==> config.mk <==
export PLATFORM = sky130hd
export DESIGN_NAME = csr_sup_rdata
export DESIGN_NICKNAME = d
export VERILOG_FILES = /design/src/design/csr_rd_pkg.sv /design/src/design/csr_sup_rdata.sv
export VERILOG_INCLUDE_DIRS = /design/src /design/src/design
export SDC_FILE = /design/constraint.sdc
export NUM_CORES = 1
export LEC_CHECK = 0
export BUFFER_PORTS_ARGS = -buffer_cell sky130_fd_sc_hd__buf_4
export CORE_AREA = 2 2 280 282
export DETAILED_ROUTE_END_ITERATION = 8
export DIE_AREA = 0 0 282 284
export PLACE_DENSITY_LB_ADDON = 0.12
export SYNTH_ARGS = -nofsm -noshare
export SYNTH_HDL_FRONTEND = slang
export SYNTH_SLANG_ARGS = --single-unit
==> constraint.sdc <==
create_clock -name vclk -period 3.45
set_input_delay 1.035 -clock vclk [all_inputs]
set_output_delay 1.035 -clock vclk [all_outputs]
set_load 0.05 [all_outputs]
==> src/design/csr_rd_macros.svh <==
`ifndef CSR_RD_MACROS_SVH
`define CSR_RD_MACROS_SVH

// ----------------------------------------
// widths
// ----------------------------------------
`define CSR_XLEN              32
`define CSR_ADDR_W            12

// privilege mode codes, 2'd2 is reserved
`define CSR_MODE_U            2'd0
`define CSR_MODE_S            2'd1
`define CSR_MODE_M            2'd3

// ----------------------------------------
// machine mode addresses
// ----------------------------------------
`define CSR_A_MSTATUS         12'h300
`define CSR_A_MISA            12'h301
`define CSR_A_MEDELEG         12'h302
`define CSR_A_MIDELEG         12'h303
`define CSR_A_MIE             12'h304
`define CSR_A_MTVEC           12'h305
`define CSR_A_MCOUNTEREN      12'h306
`define CSR_A_MCOUNTINHIBIT   12'h320
`define CSR_A_MSCRATCH        12'h340
`define CSR_A_MEPC            12'h341
`define CSR_A_MCAUSE          12'h342
`define CSR_A_MTVAL           12'h343
`define CSR_A_MIP             12'h344
`define CSR_A_MCYCLE          12'hB00
`define CSR_A_MINSTRET        12'hB02
`define CSR_A_MCYCLEH         12'hB80
`define CSR_A_MINSTRETH       12'hB82
`define CSR_A_MVENDORID       12'hF11
`define CSR_A_MARCHID         12'hF12
`define CSR_A_MIMPID          12'hF13
`define CSR_A_MHARTID         12'hF14

// ----------------------------------------
// supervisor mode addresses
// ----------------------------------------
`define CSR_A_SSTATUS         12'h100
`define CSR_A_SIE             12'h104
`define CSR_A_STVEC           12'h105
`define CSR_A_SCOUNTEREN      12'h106
`define CSR_A_SSCRATCH        12'h140
`define CSR_A_SEPC            12'h141
`define CSR_A_SCAUSE          12'h142
`define CSR_A_STVAL           12'h143
`define CSR_A_SIP             12'h144
`define CSR_A_SATP            12'h180

// user level counter aliases, read only
`define CSR_A_CYCLE           12'hC00
`define CSR_A_TIME            12'hC01
`define CSR_A_INSTRET         12'hC02
`define CSR_A_CYCLEH          12'hC80
`define CSR_A_TIMEH           12'hC81
`define CSR_A_INSTRETH        12'hC82

`endif

==> src/design/csr_rd_pkg.sv <==
`include "csr_rd_macros.svh"

package csr_rd_pkg;

   // ----------------------------------------
   // plain vector types
   // ----------------------------------------
   typedef logic [`CSR_ADDR_W-1:0]   csr_addr_t;
   typedef logic [`CSR_XLEN-1:0]     csr_data_t;
   // 64 bit machine timer, low word in the lower half
   typedef logic [2*`CSR_XLEN-1:0]   mtime_t;
   typedef logic [1:0]               priv_mode_t;

   // ----------------------------------------
   // machine mode register snapshot
   // ----------------------------------------
   typedef struct packed {
      csr_data_t mstatus;
      csr_data_t misa;
      csr_data_t medeleg;
      csr_data_t mideleg;
      csr_data_t mie;
      csr_data_t mtvec;
      // bit n enables the alias at C00h+n for supervisor mode
      csr_data_t mcounteren;
      csr_data_t mcountinhibit;
      csr_data_t mscratch;
      csr_data_t mepc;
      csr_data_t mcause;
      csr_data_t mtval;
      csr_data_t mip;
      // 64 bit counters split in halves
      csr_data_t mcycle_lo;
      csr_data_t mcycle_hi;
      csr_data_t minstret_lo;
      csr_data_t minstret_hi;
      // id registers
      csr_data_t mvendorid;
      csr_data_t marchid;
      csr_data_t mimpid;
      csr_data_t mhartid;
   } mcsr_t;

   // ----------------------------------------
   // supervisor mode register snapshot
   // ----------------------------------------
   typedef struct packed {
      csr_data_t sstatus;
      csr_data_t sie;
      csr_data_t stvec;
      // bit n enables the alias at C00h+n for user mode
      csr_data_t scounteren;
      csr_data_t sscratch;
      csr_data_t sepc;
      csr_data_t scause;
      csr_data_t stval;
      csr_data_t sip;
      csr_data_t satp;
   } scsr_t;

   // read response, also used for each decoder's partial result
   typedef struct packed {
      logic      avail;
      csr_data_t data;
      csr_data_t nxt_data;
   } csr_rd_rsp_t;

endpackage

==> src/design/csr_sup_rdata.sv <==
`timescale 1ns/1ns

`include "csr_rd_macros.svh"

// supervisor mode register read decode
module csr_sup_rdata
   import csr_rd_pkg::*;
(
   input  csr_addr_t   csr_addr,
   input  scsr_t       scsr,
   input  scsr_t       nxt_scsr,
   output csr_rd_rsp_t part
);

   // sedeleg and sideleg (102h, 103h) are not implemented
   // each item packs {avail, data, nxt_data}
   always_comb
   begin
      case (csr_addr)
         // ----------------------------------------
         // status, enables, vector
         // ----------------------------------------
         // restricted view of mstatus
         `CSR_A_SSTATUS:
            part = {1'b1, scsr.sstatus, nxt_scsr.sstatus};
         `CSR_A_SIE:
            part = {1'b1, scsr.sie, nxt_scsr.sie};
         `CSR_A_STVEC:
            part = {1'b1, scsr.stvec, nxt_scsr.stvec};
         // gates the user mode counter aliases
         `CSR_A_SCOUNTEREN:
            part = {1'b1, scsr.scounteren, nxt_scsr.scounteren};

         // ----------------------------------------
         // trap handling
         // ----------------------------------------
         `CSR_A_SSCRATCH:
            part = {1'b1, scsr.sscratch, nxt_scsr.sscratch};
         // return address for sret
         `CSR_A_SEPC:
            part = {1'b1, scsr.sepc, nxt_scsr.sepc};
         `CSR_A_SCAUSE:
            part = {1'b1, scsr.scause, nxt_scsr.scause};
         // faulting address or instruction
         `CSR_A_STVAL:
            part = {1'b1, scsr.stval, nxt_scsr.stval};
         `CSR_A_SIP:
            part = {1'b1, scsr.sip, nxt_scsr.sip};

         // address translation and protection
         `CSR_A_SATP:
            part = {1'b1, scsr.satp, nxt_scsr.satp};

         // not a supervisor register
         default:
            part = '0;
      endcase
   end

endmodule

==> flow_summary_export.csv, run 1 <==
group,metric,value,unit
die,die_w,282,um
placement,dp.cells,2541,
outcome,violations,"setup timing",
synthesis,synth_cells,699,
die,io_pins,717,
global_routing,antenna_found_initial,1,
finish,seq_area,0,um2
global_routing,grt_max_degree,22,
die,die_h,284,um
placement,gp_congestion,0.8635,
timing,worst_pin_slew,438.0,ps
timing,finalCritPeriodShare,111.3,%
power_and_ir_drop,p_leak,7.130,nW
finish,n_clock_buffer,0,
timing,grt_setup_unrepaired,"yes",
detailed_routing,ant_nets,0,
die,core_area,76960,um2
power_and_ir_drop,p_total,1.341,mW
finish,nets,2217,
finish,final_cell_mix,"buf_4 (779), mux2i_1 (89), buf_6 (72)",
critical_path,required,2410,ps
synthesis,avgSynthCellArea,7.257,um2
detailed_routing,drc,0,
detailed_routing,first_pass_iters,5,
detailed_routing,routedWlPerCell,26.59,um
placement,dpl_cell_area,14020,um2
hold_path,hp-class,"in -> out",
die,dieArea,80090,um2
die,row_count,102,
global_routing,grt_usage,15.77,%
finish,final_cells,2605,
synthesis,netlist_area,5072,um2
detailed_routing,drtIter0Drc,341,
global_routing,grt_pass1_wl,88640,um
timing,hold_viol,0,
critical_path,worst_setup_path_start_kind,"input port",
critical_path,arrival,2810,ps
synthesis,ys.warnings.count,0,
synthesis,synth_area_leaders,"mux2i_1 (18%), a22oi_1 (12%), a22o_1 (8.5%)",
power_and_ir_drop,vdd_ir_drop_max,0.00003273,V
flow_run,cap_violations,0,
synthesis,yosysUniqueCellTypes,58,
outcome,status,"finished, violations left",
timing,slew_headroom,70.80,%
finish,final_common_cell,"buf_4",
timing,drv_slew,0,
finish,synthToLayoutAreaGrowth,218.7,%
power_and_ir_drop,power.density,82.96,nW/um2
timing,max_clock_freq,0.2604,GHz
clocking,postCtsHoldBufs,0,
critical_path,critPathKind,"in -> out",
detailed_routing,viasPerCell,3.855,
critical_path,crit_path_end_kind,"output pin",
synthesis,yosys.area.top_type,"mux2i_1",
detailed_routing,wl,69270,um
die,start_util,6.591,%
synthesis,syn_nets,1351,
detailed_routing,route.vias.total,10040,
timing,fin_ws,-390.6,ps
finish,fin_area,16170,um2
placement,dp_hpwl,56550,um
timing,finalSetupViolations,65,
global_routing,first_global_vias,11180,
finish,seq_cell_count,0,
synthesis,synth_top_area_share,17.76,%
placement,io_buffers,717,
finish,drive_above_1_share,76.58,%
global_routing,overflow,0,
timing,min_period,3841,ps
synthesis,yosysSeqAreaShare,0,%
critical_path,path_max_fanout,5,
## path summary, 6_finish.rpt
kind / startpoint / slack (ps) / end / cells past startpoint
worst min-delay path: nxt_scsr[310] / 2410 / part[22] / 3
worst max-delay path: csr_addr[8] / -390 / part[9] / 10
## where the power goes
group | switching (mW) | internal [mW]
clock | 0 | 0.0000000281
sequential | 0 | 0
combinational | 0.535 | 0.806
total | 0.535 | 0.806
## through the flow
| stage | hold WS, ps | setup slack, ps | utilization (%) | setup TNS (ps) |
|---|---|---|---|---|
| floorplan | 2267 | -452.8 | - | -7520 |
| global placement | 2443 | -702.4 | 18.22 | -36110 |
| detailed placement | 2441 | -693.5 | 18.22 | -36910 |
| CTS | 2433 | -483.4 | 19.89 | -25340 |
| global route | 2414 | -454.4 | 21.00 | -23490 |
| finish | 2409 | -390.6 | 21.01 | -18760 |
## critical path, cell delays in order
cell	delay, ps
buf_6	90
nor4b_4	120
buf_6	130
and2_4	160
buf_4	130
and4b_2	230
buf_8	150
a222oi_1	460
o21ai_4	120
buf_8	170
## layer usage
layer | vias to the layer above | track usage [%] | wire [um]
met2 | 438 | 30.98 | 37120
li1 | 4680 | - | -
met5 | - | 0 | 0
met1 | 4879 | 18.00 | 27230
met3 | 46 | 2.190 | 3577
met4 | 0 | 2.221 | 1342
## cells by family after synthesis
family                 Yosys count  share of synthesized area [%]
multiplexers                   123                          25.09
AO/OA/AOI/OAI                  348                          51.95
AND/OR/NAND/NOR                141                          14.48
buffers and inverters           87                          8.485
## cell usage after synthesis (all sizes together), types with 8 or more instances
cell,number
a21oi,36
a221oi,22
a222oi,15
a22o,49
a22oi,80
buf,54
clkbuf,31
mux2,33
mux2i,90
nand2,54
nand3,11
nor2,38
o2111ai,8
o21ai,33
o221ai,25
o22a,12
o22ai,29
o2bb2ai,11
## repair_timing
action	in CTS	in global routing
pin swaps	46	63
gates cloned	8	9
resized for setup	205	119
hold endpoints to repair	0	0
setup buffers	24	28
endpoints found under the setup margin	65	65
## final cells by class
class                           count  area (um2)
Fill cell                        8621       60790
Inverter                            2       7.507
Timing Repair Buffer              947        8491
Tap cell                         1040        1301
Antenna cell                        2       5.005
Multi-Input combinational cell    614        6364
Power figures use the tool's default switching activity.
==> run 2, diff against run 1 <==
==> constraint.sdc (replaced) <==
create_clock -name vclk -period 3.45
set_input_delay 0.1725 -clock vclk [all_inputs]
set_output_delay 0.1725 -clock vclk [all_outputs]
set_load 0.05 [all_outputs]
==> flow_summary_export.csv, run 2 (synthesis gave the netlist of run 1 again) <==
group,metric,value,unit
detailed_routing,ant_nets,0,
clocking,post_cts_buffers,0,
global_routing,top_usage_layer,"met2",
clocking,cts_resized,0,
finish,seq_area,0,um2
clocking,postCtsHoldBufs,0,
global_routing,grt.met2_usage,30.12,%
finish,seq_cell_count,0,
finish,final_cells,2438,
finish,final_common_cell,"buf_4",
timing,drv_slew,0,
global_routing,grtUsageMet3,2.956,%
outcome,status,"finished, final reports clean",
global_routing,grt_pass1_wl,85190,um
critical_path,critPathKind,"in -> out",
hold_path,hp-class,"in -> out",
finish,fin_area,11920,um2
placement,dp_hpwl,55540,um
detailed_routing,drc,0,
detailed_routing,routedWlPerCell,26.67,um
power_and_ir_drop,vdd_ir_drop_max,0.00002766,V
critical_path,crit_path_end_kind,"output pin",
finish,synthToLayoutAreaGrowth,134.9,%
global_routing,overflow,0,
finish,drive_above_1_share,59.86,%
global_routing,grt_usage,15.24,%
global_routing,first_global_vias,10490,
global_routing,antenna_found_initial,12,
timing,hold_viol,0,
timing,max_clock_freq,0.3466,GHz
die,die_h,284,um
finish,n_clock_buffer,0,
critical_path,path_max_fanout,40,
critical_path,arrival,2710,ps
timing,finalSetupViolations,0,
die,dieArea,80090,um2
placement,io_buffers,717,
finish,nets,2044,
placement,dp.cells,2430,
power_and_ir_drop,p_total,1.088,mW
timing,min_period,2885,ps
finish,final_cell_mix,"buf_4 (771), mux2i_1 (90), a22oi_1 (80)",
detailed_routing,first_pass_iters,6,
die,die_w,282,um
detailed_routing,viasPerCell,3.800,
timing,fin_tns_setup,0,ps
die,row_count,102,
detailed_routing,drtIter0Drc,309,
critical_path,worst_setup_path_start_kind,"input port",
critical_path,required,3280,ps
timing,worst_pin_slew,1031,ps
placement,dpl_cell_area,11900,um2
global_routing,grt_max_degree,42,
die,start_util,6.591,%
power_and_ir_drop,p_leak,5.341,nW
detailed_routing,route.vias.total,9265,
die,io_pins,717,
timing,finalCritPeriodShare,83.64,%
global_routing,gr-usage-met1,16.68,%
timing,grt_setup_unrepaired,"no",
timing,slew_headroom,31.16,%
power_and_ir_drop,power.density,91.30,nW/um2
timing,whs,722.1,ps
die,core_area,76960,um2
detailed_routing,wl,65010,um
flow_run,cap_violations,0,
placement,gp_congestion,0.8312,
==> run 2: cell count changes in the layout (fill, tap and decap cells not counted), moves of 14 or more <==
cell	delta
a21oi_1	+20
a221oi_1	+17
a221oi_2	-14
buf_12	-37
buf_6	-72
buf_8	-38
nand2_1	+28
nand2_4	-19
o21ai_0	+22
o221ai_1	+25
o221ai_4	-19
==> run 2: final timing paths <==
path  slack [ps]          from        to  depth (start not counted)
max          560   csr_addr[2]  part[26]                          8
min          720  nxt_scsr[55]  part[23]                          4
==> run 2: cell type report <==
cell class,count,area [um2]
inverters,2,7.507
diodes,8,20.02
multi-input cells,612,4698
well taps,1040,1301
repair buffers,776,5888
fillers,8952,65040
==> run 2: where the power goes <==
| part | internal [mW] | switching, mW | total, mW |
|---|---|---|---|
| logic | 0.651 | 0.437 | 1.09 |
| clock network | 0.000000195 | 0 | 0.000000195 |
| registers | 0 | 0 | 0 |
==> run 2: per-stage QoR <==
step	utilization (%)	setup slack [ps]
2_1_floorplan	-	834.0
4_1_cts	15.46	414.1
5_1_grt	15.46	326.6
3_3_place_gp	15.46	433.5
3_5_place_dp	15.46	421.1
6_report	15.48	564.5
==> run 2: worst max-delay path, stage by stage <==
cell	delay, ps
buf_4	200
buf_12	220
and4bb_2	380
buf_4	240
a22o_1	190
a222oi_1	720
o21ai_0	280
buf_4	270
==> run 2: per-layer routing <==
metal / wire length [um] / up-vias
met3: 4342 / 40
met1: 24400 / 4418
li1: - / 4322
met4: 953 / 8
met2: 35270 / 477
met5: 51 / -
