==> src/design/csr_rd_macros.svh <==
`ifndef CSR_RD_MACROS_SVH
`define CSR_RD_MACROS_SVH

// ----------------------------------------
// widths
// ----------------------------------------
`define CSR_XLEN              32
`define CSR_ADDR_W            12

// privilege mode codes, 2'd2 is reserved
`define CSR_MODE_U            2'd0
`define CSR_MODE_S            2'd1
`define CSR_MODE_M            2'd3

// ----------------------------------------
// machine mode addresses
// ----------------------------------------
`define CSR_A_MSTATUS         12'h300
`define CSR_A_MISA            12'h301
`define CSR_A_MEDELEG         12'h302
`define CSR_A_MIDELEG         12'h303
`define CSR_A_MIE             12'h304
`define CSR_A_MTVEC           12'h305
`define CSR_A_MCOUNTEREN      12'h306
`define CSR_A_MCOUNTINHIBIT   12'h320
`define CSR_A_MSCRATCH        12'h340
`define CSR_A_MEPC            12'h341
`define CSR_A_MCAUSE          12'h342
`define CSR_A_MTVAL           12'h343
`define CSR_A_MIP             12'h344
`define CSR_A_MCYCLE          12'hB00
`define CSR_A_MINSTRET        12'hB02
`define CSR_A_MCYCLEH         12'hB80
`define CSR_A_MINSTRETH       12'hB82
`define CSR_A_MVENDORID       12'hF11
`define CSR_A_MARCHID         12'hF12
`define CSR_A_MIMPID          12'hF13
`define CSR_A_MHARTID         12'hF14

// ----------------------------------------
// supervisor mode addresses
// ----------------------------------------
`define CSR_A_SSTATUS         12'h100
`define CSR_A_SIE             12'h104
`define CSR_A_STVEC           12'h105
`define CSR_A_SCOUNTEREN      12'h106
`define CSR_A_SSCRATCH        12'h140
`define CSR_A_SEPC            12'h141
`define CSR_A_SCAUSE          12'h142
`define CSR_A_STVAL           12'h143
`define CSR_A_SIP             12'h144
`define CSR_A_SATP            12'h180

// user level counter aliases, read only
`define CSR_A_CYCLE           12'hC00
`define CSR_A_TIME            12'hC01
`define CSR_A_INSTRET         12'hC02
`define CSR_A_CYCLEH          12'hC80
`define CSR_A_TIMEH           12'hC81
`define CSR_A_INSTRETH        12'hC82

`endif

==> src/design/csr_rd_pkg.sv <==
`include "csr_rd_macros.svh"

package csr_rd_pkg;

   // ----------------------------------------
   // plain vector types
   // ----------------------------------------
   typedef logic [`CSR_ADDR_W-1:0]   csr_addr_t;
   typedef logic [`CSR_XLEN-1:0]     csr_data_t;
   // 64 bit machine timer, low word in the lower half
   typedef logic [2*`CSR_XLEN-1:0]   mtime_t;
   typedef logic [1:0]               priv_mode_t;

   // ----------------------------------------
   // machine mode register snapshot
   // ----------------------------------------
   typedef struct packed {
      csr_data_t mstatus;
      csr_data_t misa;
      csr_data_t medeleg;
      csr_data_t mideleg;
      csr_data_t mie;
      csr_data_t mtvec;
      // bit n enables the alias at C00h+n for supervisor mode
      csr_data_t mcounteren;
      csr_data_t mcountinhibit;
      csr_data_t mscratch;
      csr_data_t mepc;
      csr_data_t mcause;
      csr_data_t mtval;
      csr_data_t mip;
      // 64 bit counters split in halves
      csr_data_t mcycle_lo;
      csr_data_t mcycle_hi;
      csr_data_t minstret_lo;
      csr_data_t minstret_hi;
      // id registers
      csr_data_t mvendorid;
      csr_data_t marchid;
      csr_data_t mimpid;
      csr_data_t mhartid;
   } mcsr_t;

   // ----------------------------------------
   // supervisor mode register snapshot
   // ----------------------------------------
   typedef struct packed {
      csr_data_t sstatus;
      csr_data_t sie;
      csr_data_t stvec;
      // bit n enables the alias at C00h+n for user mode
      csr_data_t scounteren;
      csr_data_t sscratch;
      csr_data_t sepc;
      csr_data_t scause;
      csr_data_t stval;
      csr_data_t sip;
      csr_data_t satp;
   } scsr_t;

   // read response, also used for each decoder's partial result
   typedef struct packed {
      logic      avail;
      csr_data_t data;
      csr_data_t nxt_data;
   } csr_rd_rsp_t;

endpackage

==> src/design/csr_counter_rdata.sv <==
`timescale 1ns/1ns

`include "csr_rd_macros.svh"

// user counter aliases C00h..C02h and C80h..C82h
module csr_counter_rdata
   import csr_rd_pkg::*;
(
   input  csr_addr_t   csr_addr,
   input  priv_mode_t  mode,
   input  mtime_t      mtime,
   input  mcsr_t       mcsr,
   input  mcsr_t       nxt_mcsr,
   input  scsr_t       scsr,
   output csr_rd_rsp_t part
);

   // alias may be read in the current mode
   logic      av;
   csr_data_t mtime_lo;
   csr_data_t mtime_hi;

   assign mtime_lo = mtime[`CSR_XLEN-1:0];
   assign mtime_hi = mtime[2*`CSR_XLEN-1:`CSR_XLEN];

   // ----------------------------------------
   // privilege gating
   // ----------------------------------------
   // low five address bits pick the enable bit (cy, tm, ir)
   // enables are taken from the committed snapshot only
   always_comb
   begin
      case (mode)
         `CSR_MODE_M:
         begin
            av = 1'b1;
         end
         `CSR_MODE_S:
         begin
            av = mcsr.mcounteren[csr_addr[4:0]];
         end
         `CSR_MODE_U:
         begin
            av = scsr.scounteren[csr_addr[4:0]];
         end
         // reserved mode, never readable
         default:
         begin
            av = 1'b0;
         end
      endcase
   end

   // ----------------------------------------
   // alias decode
   // ----------------------------------------
   always_comb
   begin
      part = '0;
      if (av)
      begin
         case (csr_addr)
            // low halves
            `CSR_A_CYCLE:    part = {1'b1, mcsr.mcycle_lo, nxt_mcsr.mcycle_lo};
            `CSR_A_TIME:     part = {1'b1, mtime_lo, mtime_lo};
            `CSR_A_INSTRET:  part = {1'b1, mcsr.minstret_lo, nxt_mcsr.minstret_lo};
            // high halves, rv32 only
            `CSR_A_CYCLEH:   part = {1'b1, mcsr.mcycle_hi, nxt_mcsr.mcycle_hi};
            // timer has no next value, same word in both fields
            `CSR_A_TIMEH:    part = {1'b1, mtime_hi, mtime_hi};
            `CSR_A_INSTRETH: part = {1'b1, mcsr.minstret_hi, nxt_mcsr.minstret_hi};
            default:         part = '0;
         endcase
      end
   end

endmodule

==> config.mk <==
export PLATFORM = sky130hd
export DESIGN_NAME = csr_counter_rdata
export DESIGN_NICKNAME = d
export VERILOG_FILES = /design/src/design/csr_rd_pkg.sv /design/src/design/csr_counter_rdata.sv
export VERILOG_INCLUDE_DIRS = /design/src /design/src/design
export SDC_FILE = /design/constraint.sdc
export NUM_CORES = 1
export LEC_CHECK = 0
export BUFFER_PORTS_ARGS = -buffer_cell sky130_fd_sc_hd__buf_2
export CORE_AREA = 5 5 704 706
export DETAILED_ROUTE_END_ITERATION = 10
export DIE_AREA = 0 0 709 711
export SLEW_MARGIN = 20
export SYNTH_ARGS = -nofsm -noshare
export SYNTH_HDL_FRONTEND = slang
export SYNTH_SLANG_ARGS = --single-unit
==> constraint.sdc <==
create_clock -name vclk -period 6.45
set_input_delay 1.29 -clock vclk [all_inputs]
set_output_delay 1.29 -clock vclk [all_outputs]
set_load 0.01 [all_outputs]
==> results.json, run 1 <==
{
  "status": "finished, final reports clean",
  "core.rowCount": 257,
  "n_sequential_cell": 0,
  "slew_headroom_pct": 49.1,
  "synth_top_family_by_area": "multiplexers",
  "setup_tns_ns": 0,
  "grt_pass1_vias": 5062,
  "place_area_mm2": 0.0133,
  "seq_area_frac_synth_pct": 0,
  "path_buf_inv": 4,
  "yosysWarnings": 0,
  "yosys.area_share.simple_pct": 14.3,
  "synth_xor_area_share_pct": 0,
  "finalSetupViolCount": 0,
  "fin_ws_ns": 0.699,
  "mostFrequentLayoutCells": "buf_2, nand2_1, mux4_2",
  "drt-total-wl_um": 61400,
  "slew_violations": 0,
  "fmax_mhz": 174,
  "pin_count": 1807,
  "antenna_left": 0,
  "port_buffers": 411,
  "whs_ns": 3.12,
  "n_clock_buffer": 0,
  "final-seq-area_um2": 0,
  "cts_setup_buffers": 0,
  "rsz0062_at_grt": "false",
  "fp.dieArea_mm2": 0.504,
  "cp-startpoint": "csr_addr[0]",
  "grt_pass1_wl_um": 69300,
  "synthMuxAreaShare_pct": 62.2,
  "crit_path_top_delay_cell": "a21oi_1",
  "synth_compound_area_share_pct": 17.3,
  "via_count": 4686,
  "layout.nets": 2447,
  "hold_path_depth": 5,
  "finalCritPeriodShare_pct": 89.2,
  "cpPeakStageDelay_ns": 0.59,
  "synthAdderAreaFrac_pct": 0,
  "core_mm2": 0.488,
  "grtUsageTotal_pct": 2.28,
  "drt_first_pass_iters": 4,
  "drv_cap": 0,
  "antenna_found_initial": 42,
  "grt_overflow": 0,
  "area_growth_pct": 340,
  "cts_hold_buf": 0,
  "cp_cell_sequence": "buf_2, mux2i_1, mux4_2, buf_4, a211o_4, buf_4, a21oi_1, buf_2",
  "fin_area_mm2": 0.0134,
  "initial_core_util_pct": 0.621,
  "critPathTopFamily": "buffers and inverters",
  "avgRoutedWirePerCell_um": 8.52,
  "synthesis.nets": 2052,
  "synth_area_mm2": 0.00304,
  "hold_viol_final": 0,
  "drt_iter0_markers": 123,
  "ys_types": 23,
  "die_x_um": 709,
  "min_from": "mtime[34]",
  "synth_area_per_cell_um2": 9.79,
  "arrival_ns": 4.46,
  "min_to": "part[34]",
  "pre_cts_ws_ns": 0.482,
  "hp-class": "in2out",
  "worst-slew-pin-transition_ns": 0.764,
  "vias_per_cell": 0.651,
  "drc_errors": 0,
  "cp_max_fo": 25,
  "die_h_um": 711,
  "synthCells": 310,
  "cp.required_ns": 5.16,
  "layout-drive-gt1-share_pct": 82.4,
  "dp_hpwl_um": 59000,
  "layout_commonest_cell": "buf_2",
  "criticalPathCategory": "in2out",
  "grt_max_degree": 65,
  "cts-resized-gates": 0,
  "final.min_clock_period_ns": 5.75,
  "crit_path_start_kind": "input port",
  "finalWeightedCongestion": 0.729,
  "endpoint_kind": "output port"
}
==> tightest hold or removal path, delay by kind of cell <==
kind	cells	cell delay, ns
AND/OR/NAND/NOR	1	0.07
buffers and inverters	2	0.21
AO/OA/AOI/OAI	1	0.13
multiplexers	1	0.13
==> layer usage <==
layer	routed length (um)	track usage, %	vias to the layer above	share of wire, %
li1	-	-	2027	-
met1	28100	3.06	2145	46
met2	27600	3.85	435	45
met3	3970	0.329	71	6.5
met4	1640	0.474	8	2.7
met5	54	0	-	0.088
==> area by class of cell <==
class	instances	area [um^2]
fillers	58300	475000
well taps	6475	8100
multi-input cells	274	2870
repair buffers	428	2320
diodes	25	62.6
inverters	1	3.75
==> worst max-delay path by stage <==
stage / cells past startpoint / end / slack (ns)
2_1_floorplan: 7 / part[15] / 2.17
4_1_cts: 8 / part[7] / 0.47
3_3_place_gp: 8 / part[8] / 0.51
6_report: 8 / part[7] / 0.70
5_1_grt: 8 / part[6] / 0.45
3_5_place_dp: 8 / part[7] / 0.48
==> per-stage QoR <==
step	std cells	util, %
floorplan	310	-
global placement	7178	2.72
detailed placement	7178	2.72
CTS	7178	2.72
global route	7194	2.73
finish	7203	2.74
==> cell usage after synthesis <==
cell | instances | share of area [%]
a2111o_1 | 1 | 0.37
a211o_1 | 1 | 0.29
a21oi_1 | 15 | 2.5
a21oi_2 | 49 | 14
buf_1 | 1 | 0.12
buf_2 | 7 | 1.2
buf_6 | 6 | 2.2
clkbuf_1 | 21 | 2.6
inv_1 | 1 | 0.12
mux2_2 | 32 | 12
mux2i_1 | 4 | 1.3
mux4_2 | 66 | 49
nand2_1 | 96 | 12
nand2b_1 | 1 | 0.21
nand4bb_1 | 1 | 0.37
nor2b_1 | 1 | 0.21
nor3_1 | 1 | 0.16
nor3b_1 | 1 | 0.25
nor4_1 | 1 | 0.21
nor4_2 | 1 | 0.41
or2_2 | 1 | 0.21
or3_1 | 1 | 0.21
or4_1 | 1 | 0.25
==> cells by family after synthesis <==
family	count (synthesis)
buffers and inverters	36
muxes	102
AOI/OAI and AO/OA	66
and+or+nand+nor	106
==> run 2: changes to the inputs <==
--- a/config.mk
+++ b/config.mk
@@ -7,9 +7,9 @@
 export NUM_CORES = 1
 export LEC_CHECK = 0
 export BUFFER_PORTS_ARGS = -buffer_cell sky130_fd_sc_hd__buf_2
-export CORE_AREA = 5 5 704 706
+export CORE_AREA = 3 3 702 704
 export DETAILED_ROUTE_END_ITERATION = 10
-export DIE_AREA = 0 0 709 711
+export DIE_AREA = 0 0 705 707
 export SLEW_MARGIN = 20
 export SYNTH_ARGS = -nofsm -noshare
 export SYNTH_HDL_FRONTEND = slang
==> results.json, run 2 (synthesized netlist as in run 1, its figures left out) <==
{
  "grt_pass1_vias": 4970,
  "avgRoutedWirePerCell_um": 8.16,
  "cp.required_ns": 5.16,
  "vdd_ir_drop_max_mv": 0.0638,
  "mostFrequentLayoutCells": "buf_2, nand2_1, mux4_2",
  "die_x_um": 705,
  "power_switching_w": 0.000134,
  "finalWeightedCongestion": 0.762,
  "status": "finished, final reports clean",
  "vias_per_cell": 0.667,
  "slew_headroom_pct": 38.2,
  "fp.dieArea_mm2": 0.498,
  "area_growth_pct": 339,
  "pin_count": 1807,
  "p_leak_nw": 2.45,
  "comb_power_share_pct": 100.0,
  "final-seq-area_um2": 0,
  "setup_tns_ns": 0,
  "cts-resized-gates": 0,
  "p_clk_share_pct": 0,
  "n_clock_buffer": 0,
  "fin_util_pct": 2.74,
  "fillCellCount": 58000,
  "rsz0062_at_grt": "false",
  "antenna_found_initial": 47,
  "finalCritPeriodShare_pct": 88.2,
  "finalSetupViolCount": 0,
  "drc_errors": 0,
  "multi_input_area_mm2": 0.00290,
  "n_sequential_cell": 0,
  "drt-total-wl_um": 58900,
  "cts_hold_buf": 0,
  "hold_path_depth": 5,
  "crit_path_start_kind": "input port",
  "drt_first_pass_iters": 4,
  "seq_power_share_pct": 0,
  "cp_max_fo": 27,
  "switching_share_pct": 45.7,
  "grtUsageTotal_pct": 2.23,
  "layout_commonest_cell": "buf_2",
  "layout.nets": 2445,
  "antenna_left": 0,
  "criticalPathCategory": "in2out",
  "hp-class": "in2out",
  "endpoint_kind": "output port",
  "core_mm2": 0.487,
  "grt_overflow": 0,
  "intPower_w": 0.000160,
  "drt_iter0_markers": 146,
  "dp_hpwl_um": 55600,
  "drv_cap": 0,
  "slew_violations": 0,
  "final.min_clock_period_ns": 5.69,
  "layout-drive-gt1-share_pct": 82.6,
  "initial_core_util_pct": 0.624,
  "power_per_cell_area_mw_per_mm2": 22.0,
  "worst-slew-pin-transition_ns": 0.926,
  "via_count": 4810,
  "port_buffers": 411,
  "grt_pass1_wl_um": 67500,
  "fmax_mhz": 176,
  "die_h_um": 707,
  "hold_viol_final": 0,
  "core.rowCount": 256,
  "arrival_ns": 4.40,
  "grt_max_degree": 65,
  "cts_setup_buffers": 0
}
-- run 2: cell count changes in the layout (fill, tap and decap cells not counted), sizes merged --
cell and delta:
diode +37, buf -2
-- run 2: area by class of cell --
type                            count  share of cell area [%]
Tap cell                         6450                    60.5
Multi-Input combinational cell    274                    21.7
Timing Repair Buffer              426                    16.6
Antenna cell                       62                    1.16
Inverter                            1                  0.0282
-- run 2: final timing paths --
| kind | startpoint | to | slack [ns] |
|---|---|---|---|
| setup / recovery | csr_addr[0] | part[4] | 0.76 |
| hold / removal | mtime[22] | part[22] | 3.11 |
-- run 2: power by group through the flow --
stage | Clock, W | Combinational, W | Sequential, W
CTS | 0 | 0.000303 | 0
global route | 0.000000000292 | 0.000320 | 0
floorplan | 0 | 0.000116 | 0
finish | 0.000000000679 | 0.000294 | 0
global placement | 0 | 0.000299 | 0
detailed placement | 0 | 0.000302 | 0
-- run 2: metal layers --
layer / track usage [%] / vias to the layer above / share of wire, %
met1: 3.13 / 2206 / 47
met2: 3.50 / 486 / 42
met5: 0 / - / 0.027
met4: 0.478 / 4 / 2.4
met3: 0.462 / 50 / 8.2
li1: - / 2064 / -
-- run 2: per-stage QoR --
step | power, W | setup WS, ns | std cells | hold slack [ns] | instance area [um^2]
after floorplan | 0.000116 | 2.17 | 310 | 2.88 | 3040
after global placement | 0.000299 | 0.363 | 7151 | 3.10 | 13200
after detailed placement | 0.000302 | 0.357 | 7151 | 3.10 | 13200
after CTS | 0.000303 | 0.341 | 7151 | 3.11 | 13200
after global routing | 0.000320 | 0.445 | 7165 | 3.16 | 13200
final | 0.000294 | 0.760 | 7213 | 3.11 | 13300
-- run 2: worst max-delay path, stage by stage --
cell and delay, ns:
buf_2 0.39, mux2i_4 0.80, mux4_2 0.42, a211o_4 0.43, buf_4 0.35, a21oi_1 0.08, buf_4 0.17, buf_2 0.20
No activity file was read; power rests on OpenSTA's default activity.
==> run 3: changes to the inputs <==
--- a/config.mk
+++ b/config.mk
@@ -10,6 +10,7 @@
 export CORE_AREA = 3 3 702 704
 export DETAILED_ROUTE_END_ITERATION = 10
 export DIE_AREA = 0 0 705 707
+export MAX_ROUTING_LAYER = met4
 export SLEW_MARGIN = 20
 export SYNTH_ARGS = -nofsm -noshare
 export SYNTH_HDL_FRONTEND = slang
==> constraint.sdc (replaced) <==
create_clock -name vclk -period 5.97
set_input_delay 1.194 -clock vclk [all_inputs]
set_output_delay 1.194 -clock vclk [all_outputs]
set_load 0.01 [all_outputs]
==> results.json, run 3 (synthesized netlist as in run 1, its figures left out) <==
{
  "p_leak_nw": 2.49,
  "mostFrequentLayoutCells": "buf_2, nand2_1, mux4_2",
  "antenna_found_initial": 47,
  "final.min_clock_period_ns": 5.26,
  "setup_tns_ns": 0,
  "core.rowCount": 256,
  "arrival_ns": 4.06,
  "worst-slew-pin-transition_ns": 0.899,
  "fillCellCount": 58000,
  "slew_headroom_pct": 40.1,
  "grtUsageTotal_pct": 2.28,
  "avgRoutedWirePerCell_um": 8.07,
  "final-seq-area_um2": 0,
  "drt_iter0_markers": 115,
  "cts_hold_buf": 0,
  "power_switching_w": 0.000137,
  "hp-class": "in2out",
  "layout-drive-gt1-share_pct": 82.7,
  "die_h_um": 707,
  "drv_cap": 0,
  "die_x_um": 705,
  "cts_setup_buffers": 0,
  "status": "finished, final reports clean",
  "critPathTopFamily": "compound AO/OA/AOI/OAI gates",
  "endpoint_kind": "output port",
  "crit_path_frequent_cell": "buf_2",
  "seq_power_share_pct": 0,
  "cp_max_fo": 26,
  "drt_first_pass_iters": 4,
  "p_clk_share_pct": 0,
  "port_buffers": 411,
  "cp_cell_sequence": "buf_2, mux2i_4, buf_4, mux4_2, a211o_4, a21oi_1, buf_2",
  "antenna_left": 0,
  "vias_per_cell": 0.661,
  "cts-resized-gates": 0,
  "intPower_w": 0.000174,
  "grt_pass1_wl_um": 66900,
  "finalWeightedCongestion": 0.771,
  "fp.dieArea_mm2": 0.498,
  "switching_share_pct": 44.0,
  "via_count": 4779,
  "n_sequential_cell": 0,
  "initial_core_util_pct": 0.624,
  "power_per_cell_area_mw_per_mm2": 23.1,
  "drc_errors": 0,
  "grt_overflow": 0,
  "rsz0062_at_grt": "false",
  "crit_path_top_delay_cell": "a211o_4",
  "drt-total-wl_um": 58400,
  "cpPeakStageDelay_ns": 0.52,
  "finalCritPeriodShare_pct": 88.1,
  "area_growth_pct": 344,
  "crit_path_start_kind": "input port",
  "comb_power_share_pct": 100.0,
  "grt_max_degree": 65,
  "layout.nets": 2451,
  "grt_pass1_vias": 4988,
  "vdd_ir_drop_max_mv": 0.0544,
  "hold_viol_final": 0,
  "n_clock_buffer": 0,
  "core_mm2": 0.487,
  "criticalPathCategory": "in2out",
  "cp.required_ns": 4.78,
  "fin_util_pct": 2.77,
  "finalSetupViolCount": 0,
  "pin_count": 1807,
  "layout_commonest_cell": "buf_2",
  "path_buf_inv": 3,
  "slew_violations": 0,
  "dp_hpwl_um": 55500,
  "fmax_mhz": 190
}
-- run 3: changes by cell type in the layout (fill, tap and decap cells not counted), sizes merged --
| cell | delta |
|---|---|
| diode | +14 |
| buf | +6 |
-- run 3: area by class of cell --
class / instances / area, um^2 / share of cell area [%]
repair buffers: 432 / 2320 / 17.2
inverters: 1 / 3.75 / 0.0278
well taps: 6450 / 8070 / 59.8
diodes: 76 / 190 / 1.41
multi-input cells: 274 / 2900 / 21.5
-- run 3: final timing paths --
check	slack, ns	start	cells past startpoint	endpoint
worst max-delay path	0.71	csr_addr[0]	7	part[10]
worst min-delay path	2.92	mtime[24]	5	part[24]
-- run 3: power by group through the flow --
stage                     registers, W  logic, W  clock network (W)
after floorplan                      0  0.000125                  0
after global placement               0  0.000321                  0
after detailed placement             0  0.000324                  0
after CTS                            0  0.000326                  0
after global routing                 0  0.000342      0.00000000160
final                                0  0.000311      0.00000000135
-- run 3: metrics by stage --
step | instances | hold WS (ns) | area, um^2 | power, W | setup slack [ns]
after floorplan | 310 | 2.69 | 3040 | 0.000125 | 1.88
after global placement | 7157 | 2.91 | 13300 | 0.000321 | 0.400
after detailed placement | 7157 | 2.92 | 13300 | 0.000324 | 0.391
after CTS | 7157 | 2.92 | 13300 | 0.000326 | 0.379
after global routing | 7220 | 2.97 | 13500 | 0.000342 | 0.429
final | 7233 | 2.92 | 13500 | 0.000311 | 0.713
-- run 3: worst min-delay path, stage by stage --
cell and delay (ns):
buf_2 0.07, mux2_2 0.13, nand2_1 0.08, a21oi_2 0.11, buf_2 0.13
-- run 3: metal layers --
metal  track usage, %  share of wire (%)  vias to the layer above
li1                 -                  -                     2093
met1             3.02                 48                     2140
met2             3.50                 42                      472
met3            0.562                7.2                       74
met4            0.423                2.5                        0
met5                -                  0                        -
